<file path="src/loader_consts.svh">
// Width, index code, high byte delay and reset value macros for the ROM loader

`ifndef LOADER_CONSTS_SVH
`define LOADER_CONSTS_SVH

// Bus widths
`define DL_ADDR_W       27          // Download word address from the firmware
`define ROM_ADDR_W      25          // Byte address seen by the ROM side
`define DL_INDEX_W      8
`define CORE_MOD_W      7

// Clocks between the low and the high byte strobe of one wide write
`define DL_HALF_GAP     24

// Download index codes
`define IDX_ROM         8'd0
`define IDX_CORE_MOD    8'd1
`define IDX_DIP         8'd254

// DIP switch bank size
`define DIP_BYTES       4

// Reset values
`define CORE_MOD_RESET  7'd1
`define DIP_RESET       {(`DIP_BYTES*8){1'b1}}   // All switches off

`endif

</file>
<file path="src/loader_dl_pkg.sv">
// Download stream types: wide firmware word, byte write and the data union

`default_nettype none

`include "loader_consts.svh"

package loader_dl_pkg;

    // Download data is written as one word and consumed as two bytes
    typedef union packed {
        logic [15:0] word;
        struct packed {
            logic [7:0] hi;         // Odd address
            logic [7:0] lo;         // Even address
        } bytes;
    } dl_data_u;

    // One write from the firmware side
    typedef struct packed {
        logic                   wr;
        logic [`DL_ADDR_W-1:0]  addr;
        dl_data_u               data;
        logic [`DL_INDEX_W-1:0] index;
    } dl_word_t;

    // One byte write after the splitter
    typedef struct packed {
        logic                   wr;
        logic [`ROM_ADDR_W-1:0] addr;
        logic [7:0]             data;
        logic [`DL_INDEX_W-1:0] index;
    } dl_byte_t;

endpackage

`default_nettype wire

</file>
<file path="src/loader_cfg_pkg.sv">
// Configuration types: core mode register and the DIP switch word

`default_nettype none

`include "loader_consts.svh"

package loader_cfg_pkg;

    // Core mode bits, loaded through index 1
    typedef logic [`CORE_MOD_W-1:0] core_mod_t;

    // One DIP switch byte
    typedef logic [7:0] dip_byte_t;

    // DIP bytes packed into one word
    // Element 0 sits in the least significant byte
    typedef dip_byte_t [`DIP_BYTES-1:0] dip_word_t;

endpackage

`default_nettype wire

</file>
<file path="src/dl_byte_splitter.sv">
// Wide download word to two timed byte writes

`default_nettype none

`include "loader_consts.svh"

module dl_byte_splitter (
    input  wire                      clk_rom,
    input  wire                      rst,
    input  wire loader_dl_pkg::dl_word_t dl_in,
    output loader_dl_pkg::dl_byte_t  byte_wr
);
    import loader_dl_pkg::*;

    localparam int GAP = `DL_HALF_GAP;
    localparam logic [GAP-1:0] GAP_START = GAP'(1);

    logic [GAP-1:0]             gap_sr;     // One-hot delay to the high byte
    logic                       half_wr;
    logic                       half_hi;    // Current strobe is the odd byte
    logic [`DL_INDEX_W-1:0]     index_q;

    dl_data_u                   word_q;
    logic [`ROM_ADDR_W-1:1]     addr_q;     // Byte select bit comes from half_hi

    // Strobe sequencing
    // A new wide write restarts the delay, so a pending high byte is dropped
    always_ff @(posedge clk_rom, posedge rst) begin
        if (rst) begin
            gap_sr  <= '0;
            half_wr <= 1'b0;
            half_hi <= 1'b0;
            index_q <= '1;      // Not a ROM index, keeps downloading low
        end else begin
            if (dl_in.wr) begin
                gap_sr  <= GAP_START;
                half_wr <= 1'b1;            // Low byte goes out right away
                half_hi <= 1'b0;
                index_q <= dl_in.index;
            end else begin
                gap_sr  <= gap_sr << 1;
                half_wr <= gap_sr[GAP-1];   // Last stage fires the high byte
                if (gap_sr[GAP-1]) begin
                    half_hi <= 1'b1;
                end
            end
        end
    end

    // Word payload, held until the next wide write
    always_ff @(posedge clk_rom) begin
        if (dl_in.wr) begin
            word_q.word <= dl_in.data.word;
            addr_q      <= dl_in.addr[`ROM_ADDR_W-1:1];
        end
    end

    always_comb begin
        byte_wr.wr    = half_wr;
        byte_wr.addr  = {addr_q, half_hi};
        byte_wr.data  = half_hi ? word_q.bytes.hi : word_q.bytes.lo;
        byte_wr.index = index_q;
    end

endmodule

`default_nettype wire

</file>
<file path="src/dl_target_decode.sv">
// Download index decoder: ROM byte write, core mode register, DIP strobe and LED

`default_nettype none

`include "loader_consts.svh"

module dl_target_decode (
    input  wire                          clk_rom,
    input  wire                          rst,
    input  wire loader_dl_pkg::dl_byte_t byte_wr,
    input  wire                          ioctl_download,
    input  wire                          dwnld_busy,
    output loader_dl_pkg::dl_byte_t      rom_byte,
    output loader_dl_pkg::dl_byte_t      dip_wr,
    output logic                         downloading,
    output logic                         led,
    output loader_cfg_pkg::core_mod_t    core_mod
);

    localparam int DIP_SEL_W = $clog2(`DIP_BYTES);

    logic is_rom;
    logic is_core;
    logic is_dip;
    logic dip_in_range;

    // Index held by the splitter between the two halves
    assign is_rom  = byte_wr.index == `IDX_ROM;
    assign is_core = byte_wr.index == `IDX_CORE_MOD;
    assign is_dip  = byte_wr.index == `IDX_DIP;

    // Only the first DIP_BYTES addresses map onto switches
    assign dip_in_range = byte_wr.addr[`ROM_ADDR_W-1:DIP_SEL_W] == '0;

    // Follows the index even between strobes
    assign downloading = ioctl_download && is_rom;
    assign led         = downloading || dwnld_busy;   // Activity LED

    // ROM side byte write
    always_comb begin
        rom_byte    = byte_wr;
        rom_byte.wr = byte_wr.wr && is_rom;
    end

    // DIP bank write
    always_comb begin
        dip_wr    = byte_wr;
        dip_wr.wr = byte_wr.wr && is_dip && dip_in_range;
    end

    // Core mode register
    // Odd address skipped, else the high byte would clobber the low one
    always_ff @(posedge clk_rom, posedge rst) begin
        if (rst) begin
            core_mod <= `CORE_MOD_RESET;
        end else begin
            if (byte_wr.wr && is_core && !byte_wr.addr[0]) begin
                core_mod <= byte_wr.data[`CORE_MOD_W-1:0];
            end
        end
    end

endmodule

`default_nettype wire

</file>
<file path="src/dip_switch_bank.sv">
// DIP switch byte registers presented as one 32-bit word

`default_nettype none

`include "loader_consts.svh"

module dip_switch_bank (
    input  wire                          clk_rom,
    input  wire                          rst,
    input  wire loader_dl_pkg::dl_byte_t dip_wr,
    output loader_cfg_pkg::dip_word_t    dipsw
);
    import loader_cfg_pkg::*;

    localparam int DIP_SEL_W = $clog2(`DIP_BYTES);

    dip_word_t              dip_q;
    logic [DIP_SEL_W-1:0]   dip_sel;

    // Range already checked upstream
    assign dip_sel = dip_wr.addr[DIP_SEL_W-1:0];

    always_ff @(posedge clk_rom, posedge rst) begin
        if (rst) begin
            dip_q <= `DIP_RESET;    // All ones until the download fills them
        end else begin
            if (dip_wr.wr) begin
                dip_q[dip_sel] <= dip_wr.data;
            end
        end
    end

    assign dipsw = dip_q;   // Byte n at bits 8n+7:8n

endmodule

`default_nettype wire

</file>
<file path="src/rom_loader_top.sv">
// ROM download path top: byte splitter, index decoder and DIP switch bank

`default_nettype none

module rom_loader_top (
    input  wire                          clk_rom,
    input  wire                          rst,
    input  wire loader_dl_pkg::dl_word_t dl_in,
    input  wire                          ioctl_download,
    input  wire                          dwnld_busy,
    output loader_dl_pkg::dl_byte_t      rom_byte,
    output logic                         downloading,
    output logic                         led,
    output loader_cfg_pkg::core_mod_t    core_mod,
    output loader_cfg_pkg::dip_word_t    dipsw
);
    import loader_dl_pkg::*;

    dl_byte_t byte_wr;      // Splitter to decoder
    dl_byte_t dip_wr;       // Decoder to DIP bank

    // 16-bit firmware words to byte writes
    dl_byte_splitter u_splitter (
        .clk_rom        ( clk_rom        ),
        .rst            ( rst            ),
        .dl_in          ( dl_in          ),
        .byte_wr        ( byte_wr        )
    );

    dl_target_decode u_decode (
        .clk_rom        ( clk_rom        ),
        .rst            ( rst            ),
        .byte_wr        ( byte_wr        ),
        .ioctl_download ( ioctl_download ),
        .dwnld_busy     ( dwnld_busy     ),
        .rom_byte       ( rom_byte       ),
        .dip_wr         ( dip_wr         ),
        .downloading    ( downloading    ),
        .led            ( led            ),
        .core_mod       ( core_mod       )
    );

    // Index 254 target
    dip_switch_bank u_dip (
        .clk_rom        ( clk_rom        ),
        .rst            ( rst            ),
        .dip_wr         ( dip_wr         ),
        .dipsw          ( dipsw          )
    );

endmodule

`default_nettype wire

</file>
<file path="config.mk">
export PLATFORM = sky130hd
export DESIGN_NAME = rom_loader_top
export DESIGN_NICKNAME = d
export VERILOG_FILES = /design/src/loader_dl_pkg.sv /design/src/loader_cfg_pkg.sv /design/src/dl_byte_splitter.sv /design/src/dl_target_decode.sv /design/src/dip_switch_bank.sv /design/src/rom_loader_top.sv
export VERILOG_INCLUDE_DIRS = /design/src
export SDC_FILE = /design/constraint.sdc
export NUM_CORES = 1
export LEC_CHECK = 0
export BUFFER_PORTS_ARGS = -buffer_cell sky130_fd_sc_hd__buf_4
export CAP_MARGIN = 5
export CORE_ASPECT_RATIO = 0.75
export CORE_MARGIN = 3
export CORE_UTILIZATION = 40
export DETAILED_ROUTE_END_ITERATION = 16
export PLACE_DENSITY = 0.7
export SYNTH_ARGS = -nofsm -noshare
export SYNTH_HDL_FRONTEND = slang
export SYNTH_SLANG_ARGS = --single-unit
</file>
<file path="constraint.sdc">
create_clock -name clk_rom -period 3.5 [get_ports clk_rom]
set_input_delay 0.175 -clock clk_rom [delete_from_list [all_inputs] [get_ports clk_rom]]
set_output_delay 0.175 -clock clk_rom [all_outputs]
set_load 0.01 [all_outputs]
</file>
==> impl_metrics.tcl, run 1 <==
set metrics [dict create \
    cts_buffers 17 \
    end_kind "register" \
    p_comb_share_pct 7.3 \
    max_slew_margin_pct 41.8 \
    wl_met2_mm 4.91 \
    hold_violations 0 \
    dr_wl_met3_microns 648 \
    cts_setup_buffers 0 \
    max_freq_ghz 0.411 \
    start_util_pct 42.3 \
    grt_pass1_vias 2888 \
    portBuffers 135 \
    die_area_sq_um 11800 \
    fp.dieW_microns 125 \
    fin_setup_tns_ns 0 \
    cts_root_buffer "clkbuf_16" \
    clk_pin_slew_ns 0.05 \
    ys_seq_elements 113 \
    hold_path.startpoint "dl_in[4]" \
    cellPowerDensity_nw_per_um2 548 \
    holdWs_ns 0.0180 \
    syn_area_per_cell_sq_um 18.8 \
    diodes 0 \
    grt_pass1_wl_mm 16.0 \
    cts_buffer_depth 2 \
    grt_max_degree 76 \
    cp_data_required_time_ns 3.83 \
    final_nets 478 \
    yosys.area.top_type_share_pct 28.5 \
    cp-start-kind "register" \
    crit_fanout 8 \
    clk_latency_ns 0.41 \
    cp-endpoint "u_dip.dipsw[19]$_DFFE_PP1P_" \
    critPathKind "reg -> reg" \
    yosys_warnings 0 \
    fin_util_pct 65.2 \
    swShare_pct 20.5 \
    r2r-start "u_splitter.addr_q[9]$_DFFE_PP_" \
    worst-endpoint-arrival_ns 2.76 \
    fin_skew_ns 0.0107 \
    setup_viol 0 \
    synthFlopType "dfstp_2" \
    row_count 31 \
    synth_cell_types 24 \
    wl_per_cell_microns 17.7 \
    antenna_found_initial 0 \
    drt_iter0_drc 131 \
    io-pin-count 139 \
    fin_crit_sh_pct 69.4 \
    p_clk_share_pct 50.5 \
    worstHoldPathType "in -> reg" \
    syn2layout_area_growth_pct 54.0 \
    gp_congestion 0.781 \
    drv_slew 0 \
    core_area_sq_um 9970 \
    rr_endpoint "u_dip.dipsw[19]$_DFFE_PP1P_" \
    switchingPower_mw 0.729 \
    yosysSeqAreaShare_pct 73.0 \
    synth_area_leader_cell "edfxtp_1" \
    ant_nets 0 \
    grt_overflow 0 \
    netlist_top_cells_count "mux2_2 (46), dfstp_2 (41), edfxtp_1 (40), dfrtp_1 (32), nor2b_1 (23)" \
    h-tree-depth 4 \
    wl_met1_mm 4.25 \
    setup.worst_path.start "u_splitter.addr_q[9]$_DFFE_PP_" \
    worst_pin_slew_ns 0.873 \
    status "finished, final reports clean" \
    seqCellArea_sq_um 3080 \
    vdd_drop_max_uv 520 \
    multiInputGateArea_sq_um 1100 \
    highest_layer "met4" \
    synth_edf_count 40 \
    ys_async_sr_fraction_pct 64.6 \
    drc 0 \
    die_h_microns 95.0 \
    dpl.hpwl_mm 6.37 \
    cts_tree "done" \
    p_int_mw 2.83 \
    via_per_inst 4.66 \
    p_leak_nw 2.89 \
    rsz0062_at_grt "false" \
    cts.sink_count 113 \
    drt-pass1-iter-count 6 \
    fin_crit_ns 2.43 \
    syn-cell-area_sq_um 4220 \
    seq_power_share_pct 42.1 \
    reg2reg_depth 4 \
    grt_usage_pct 18.1 \
    syn-num-nets 281 \
    routed_wl_mm 10.0 \
    postSynthCellCount 225 \
    r2r_slack_ns 1.07 \
    drv_cap 0 \
    num_vias 2644 \
    synth.area.top_cells "edfxtp_1 (28%), dfstp_2 (26%), dfrtp_1 (19%)" \
    drive_gt1_share_pct 64.1 \
    yosysMostFrequentCell "mux2_2" \
    fillers 684 \
]
## flip-flops by register name, indices dropped and copies added, names as in the netlist
register            count
u_splitter.word_q      16
u_splitter.index_q      8
u_dip.dipsw            32
u_splitter.addr_q      24
u_splitter.half_wr      1
u_splitter.half_hi      1
u_splitter.gap_sr      24
u_decode.core_mod       7
## per-layer routing
layer | GRT usage (%) | vias to the layer above
li1 | - | 1221
met1 | 22.8 | 1311
met2 | 28.3 | 92
met3 | 6.84 | 20
met4 | 7.66 | 0
met5 | 0 | -
## what timing repair did
action                    in CTS  in global routing
resized for setup              0                  0
hold endpoints to repair      55                  0
hold buffers                  48                  0
## power by group through the flow
stage,clock network (mW),registers (mW),logic (mW)
floorplan,0,1.52,0.0604
global placement,0,1.52,0.216
detailed placement,0,1.52,0.219
CTS,1.84,1.50,0.263
global route,1.91,1.51,0.281
finish,1.80,1.50,0.261
## layout make-up
class | count | area share (%)
multi-input cells | 102 | 16.9
clock buffers | 25 | 8.45
clock inverters | 7 | 1.39
flip-flops and latches | 113 | 47.4
well taps | 132 | 2.54
inverters | 4 | 0.231
repair buffers | 184 | 23.1
## worst max-delay path: stages, from the launching register on
cell and delay [ns]:
edfxtp_1 0.41, nor4_2 0.46, nand4_2 0.36, nor4_4 0.70, mux2_2 0.42
## per-stage QoR
| stage | cells | worst slack [ns] | instance area, sq um | total power [mW] |
|---|---|---|---|---|
| after global routing | 567 | 0.955 | 6500 | 3.70 |
| after CTS | 567 | 1.13 | 6500 | 3.60 |
| after detailed placement | 487 | 1.15 | 5380 | 1.74 |
| after global placement | 487 | 1.18 | 5380 | 1.73 |
| final | 567 | 1.07 | 6500 | 3.56 |
| after floorplan | 225 | 1.50 | 4220 | 1.58 |
## placed cells by master, fill, tap and decap left out, drive strengths merged
cell type	netlist	routed
and4bb	3	3
or4	1	1
clkinvlp	0	2
and3	2	2
o21ai	1	1
clkinv	0	3
dfstp	41	41
buf	2	136
nor2	2	2
nand4	3	3
nor2b	23	23
nand2	1	1
or2	2	2
dlygate4sd3	0	48
nor4	8	8
dfrtp	32	32
bufinv	0	2
edfxtp	40	40
mux2	54	54
nor4b	2	2
clkbuf	4	25
inv	4	4
## logic make-up after synthesis
kind of cell	count (synthesis)	share of synthesized area, %
flip-flops	113	73.0
multiplexers	54	15.1
AND/OR/NAND/NOR	47	10.8
buffers and inverters	10	0.978
AO/OA/AOI/OAI	1	0.118
## how the worst min path moves through the flow
stage                                                    to  slack (ns)  cells past startpoint
after floorplan              u_splitter.gap_sr[0]$_DFF_PP0_        0.21                      0
after global placement      u_splitter.addr_q[23]$_DFFE_PP_        0.35                      1
after detailed placement     u_splitter.addr_q[1]$_DFFE_PP_        0.35                      1
after CTS                 u_splitter.index_q[4]$_DFFE_PP1P_       0.001                      2
after global routing      u_splitter.index_q[4]$_DFFE_PP1P_       0.002                      2
final                     u_splitter.index_q[4]$_DFFE_PP1P_        0.02                      2
(Power assumes the default switching activity.)
==> inputs of run 2 (changes only) <==
--- a/config.mk
+++ b/config.mk
@@ -12,7 +12,7 @@
 export CORE_MARGIN = 3
 export CORE_UTILIZATION = 40
 export DETAILED_ROUTE_END_ITERATION = 16
-export PLACE_DENSITY = 0.7
+export PLACE_DENSITY = 0.72
 export SYNTH_ARGS = -nofsm -noshare
 export SYNTH_HDL_FRONTEND = slang
 export SYNTH_SLANG_ARGS = --single-unit
==> constraint.sdc (replaced) <==
create_clock -name clk_rom -period 2.17 [get_ports clk_rom]
set_input_delay 0.1085 -clock clk_rom [delete_from_list [all_inputs] [get_ports clk_rom]]
set_output_delay 0.1085 -clock clk_rom [all_outputs]
set_load 0.01 [all_outputs]
==> run 2 against run 1 <==
The run now ends with negative setup slack left. Die area unchanged. Sequential power increased by 61%. Design area rose by 2.5%. Global-route usage up 0.20 points. Clock power rose by 62%. Register-to-register slack lost 0.91 ns. Non-clock buffer count grew 14. Critical path depth is 2 higher. First-iteration DRC count fell by 42%. Routed wire length increased by 1.9%.
==> impl_metrics.tcl, run 2 (synthesis results as in run 1) <==
set metrics [dict create \
    layout.cells.non_filler 582 \
    cp-start-kind "register" \
    layout_commonest_cell "buf_4" \
    clk_pin_slew_ns 0.05 \
    die_area_sq_um 11800 \
    cts_root_buffer "clkbuf_16" \
    setup_viol 2 \
    p_comb_share_pct 7.7 \
    fin_util_pct 66.9 \
    fin_crit_sh_pct 102 \
    drc 0 \
    path_cells "or4_4, nor4_4, buf_4, and3_4, or2_4, buf_6" \
    cts_buffer_depth 2 \
    antenna_found_initial 0 \
    status "complete, but fails checks" \
    cp_data_required_time_ns 2.06 \
    portBuffers 135 \
    seq_power_share_pct 42.0 \
    fin_skew_ns 0.00784 \
    io-pin-count 139 \
    worst_path_largest_cell_delay_ns 0.54 \
    core_area_sq_um 9970 \
    p_int_mw 4.59 \
    critPathKind "reg -> out" \
    cts.sink_count 113 \
    holdWs_ns 0.278 \
    clk_latency_ns 0.40 \
    worst-endpoint-arrival_ns 2.10 \
    fin_total_pwr_mw 5.77 \
    violations "negative setup slack" \
    worstHoldPathType "in -> reg" \
    r2r-start "u_splitter.addr_q[9]$_DFFE_PP_" \
    layout_setup_ws_ns -0.0350 \
    place_ws_ns 0.0892 \
    final_nets 492 \
    start_util_pct 42.3 \
    drv_slew 0 \
    fin_crit_ns 2.21 \
    drv_cap 0 \
    end_kind "primary output" \
    largest_register_ffs 32 \
    cts_buffers 17 \
    grt_max_degree 69 \
    cts_tree "done" \
    hold_violations 0 \
    row_count 31 \
    p_clk_share_pct 50.4 \
    drt_iter0_drc 76 \
    dpl.hpwl_mm 6.68 \
    cellPowerDensity_nw_per_um2 866 \
    grt_pass1_wl_mm 16.3 \
    grt_overflow 0 \
    drt-pass1-iter-count 4 \
    rsz0062_at_grt "true" \
    gp_congestion 0.757 \
    p_leak_nw 2.96 \
    ant_nets 0 \
    via_per_inst 4.62 \
    wl_per_cell_microns 17.6 \
    hold_path.startpoint "dl_in[51]" \
    max_freq_ghz 0.454 \
    max_slew_margin_pct 45.0 \
    layout_common_cells "buf_4 (145), dlygate4sd3_1 (49), mux2_2 (46)" \
    critPathSlowestCell "or4_4" \
    grt_usage_pct 18.3 \
    switchingPower_mw 1.19 \
    drive_gt1_share_pct 64.8 \
    crit_fanout 2 \
    worst_pin_slew_ns 0.826 \
    syn2layout_area_growth_pct 57.9 \
    die_h_microns 95.0 \
    num_vias 2686 \
    post-place-cells 496 \
    fp.dieW_microns 125 \
    grt_pass1_vias 3084 \
    setup.worst_path.start "u_splitter.index_q[4]$_DFFE_PP1P_" \
    routed_wl_mm 10.2 \
    h-tree-depth 4 \
    vdd_drop_max_uv 862 \
    swShare_pct 20.6 \
]
==> run 2: metal layers <==
layer | vias to the layer above | part of all wire, % | global-route usage (%) | wire, microns
met4 | 0 | 0.85 | 6.48 | 87
met3 | 9 | 6.1 | 7.41 | 626
met1 | 1347 | 42 | 22.2 | 4270
li1 | 1246 | - | - | -
met2 | 84 | 51 | 29.9 | 5240
met5 | - | 0 | 0 | 0
==> run 2: final cells by class <==
cell class                 instances  area (sq um)
inverter                           4          15.0
sequential                       113          3080
antenna                            1          2.50
fill                             673          3300
multi-input combinational        102          1140
clock buffer                      24           472
tap                              132           165
clock inverter                     8           153
timing repair buffer             198          1640
==> run 2: path summary, 6_finish.rpt <==
| kind | to | slack, ns | depth (start not counted) |
|---|---|---|---|
| min in group asynchronous | u_decode.core_mod[2]$_DFFE_PP0P_ | 0.39 | 3 |
| worst max-delay path | led | -0.04 | 6 |
| worst min register to register | u_splitter.gap_sr[7]$_DFF_PP0_ | 0.46 | 1 |
| max in group asynchronous | u_dip.dipsw[1]$_DFFE_PP1P_ | 1.09 | 4 |
| worst min-delay path | u_splitter.gap_sr[0]$_DFF_PP0_ | 0.28 | 1 |
| worst max register to register | u_dip.dipsw[25]$_DFFE_PP1P_ | 0.16 | 5 |
==> run 2: metrics by stage <==
stage                     setup TNS [ns]  cell area [sq um]
after floorplan                        0               4220
after global placement                 0               5470
after detailed placement               0               5470
after CTS                        -0.0880               6610
after global routing              -0.242               6660
final                            -0.0621               6670
==> run 2: worst max-delay path, delay by kind of cell (launching register included) <==
family | cells | cell delay [ns]
buffers and inverters | 2 | 0.27
and+or+nand+nor | 4 | 1.07
DFF | 1 | 0.36
==> run 2: timing repair <==
action / in CTS / in global routing
setup endpoints to repair: 3 / 32
hold endpoints to repair: 55 / 0
hold buffers: 49 / 0
resized for setup: 2 / 6
setup buffers: 1 / 3
==> run 2: power groups by stage <==
stage	Clock, mW	Sequential [mW]	Combinational, mW
2_1_floorplan	0	2.46	0.0975
3_3_place_gp	0	2.45	0.355
3_5_place_dp	0	2.45	0.363
4_1_cts	2.96	2.42	0.436
5_1_grt	3.08	2.43	0.478
6_report	2.91	2.42	0.444
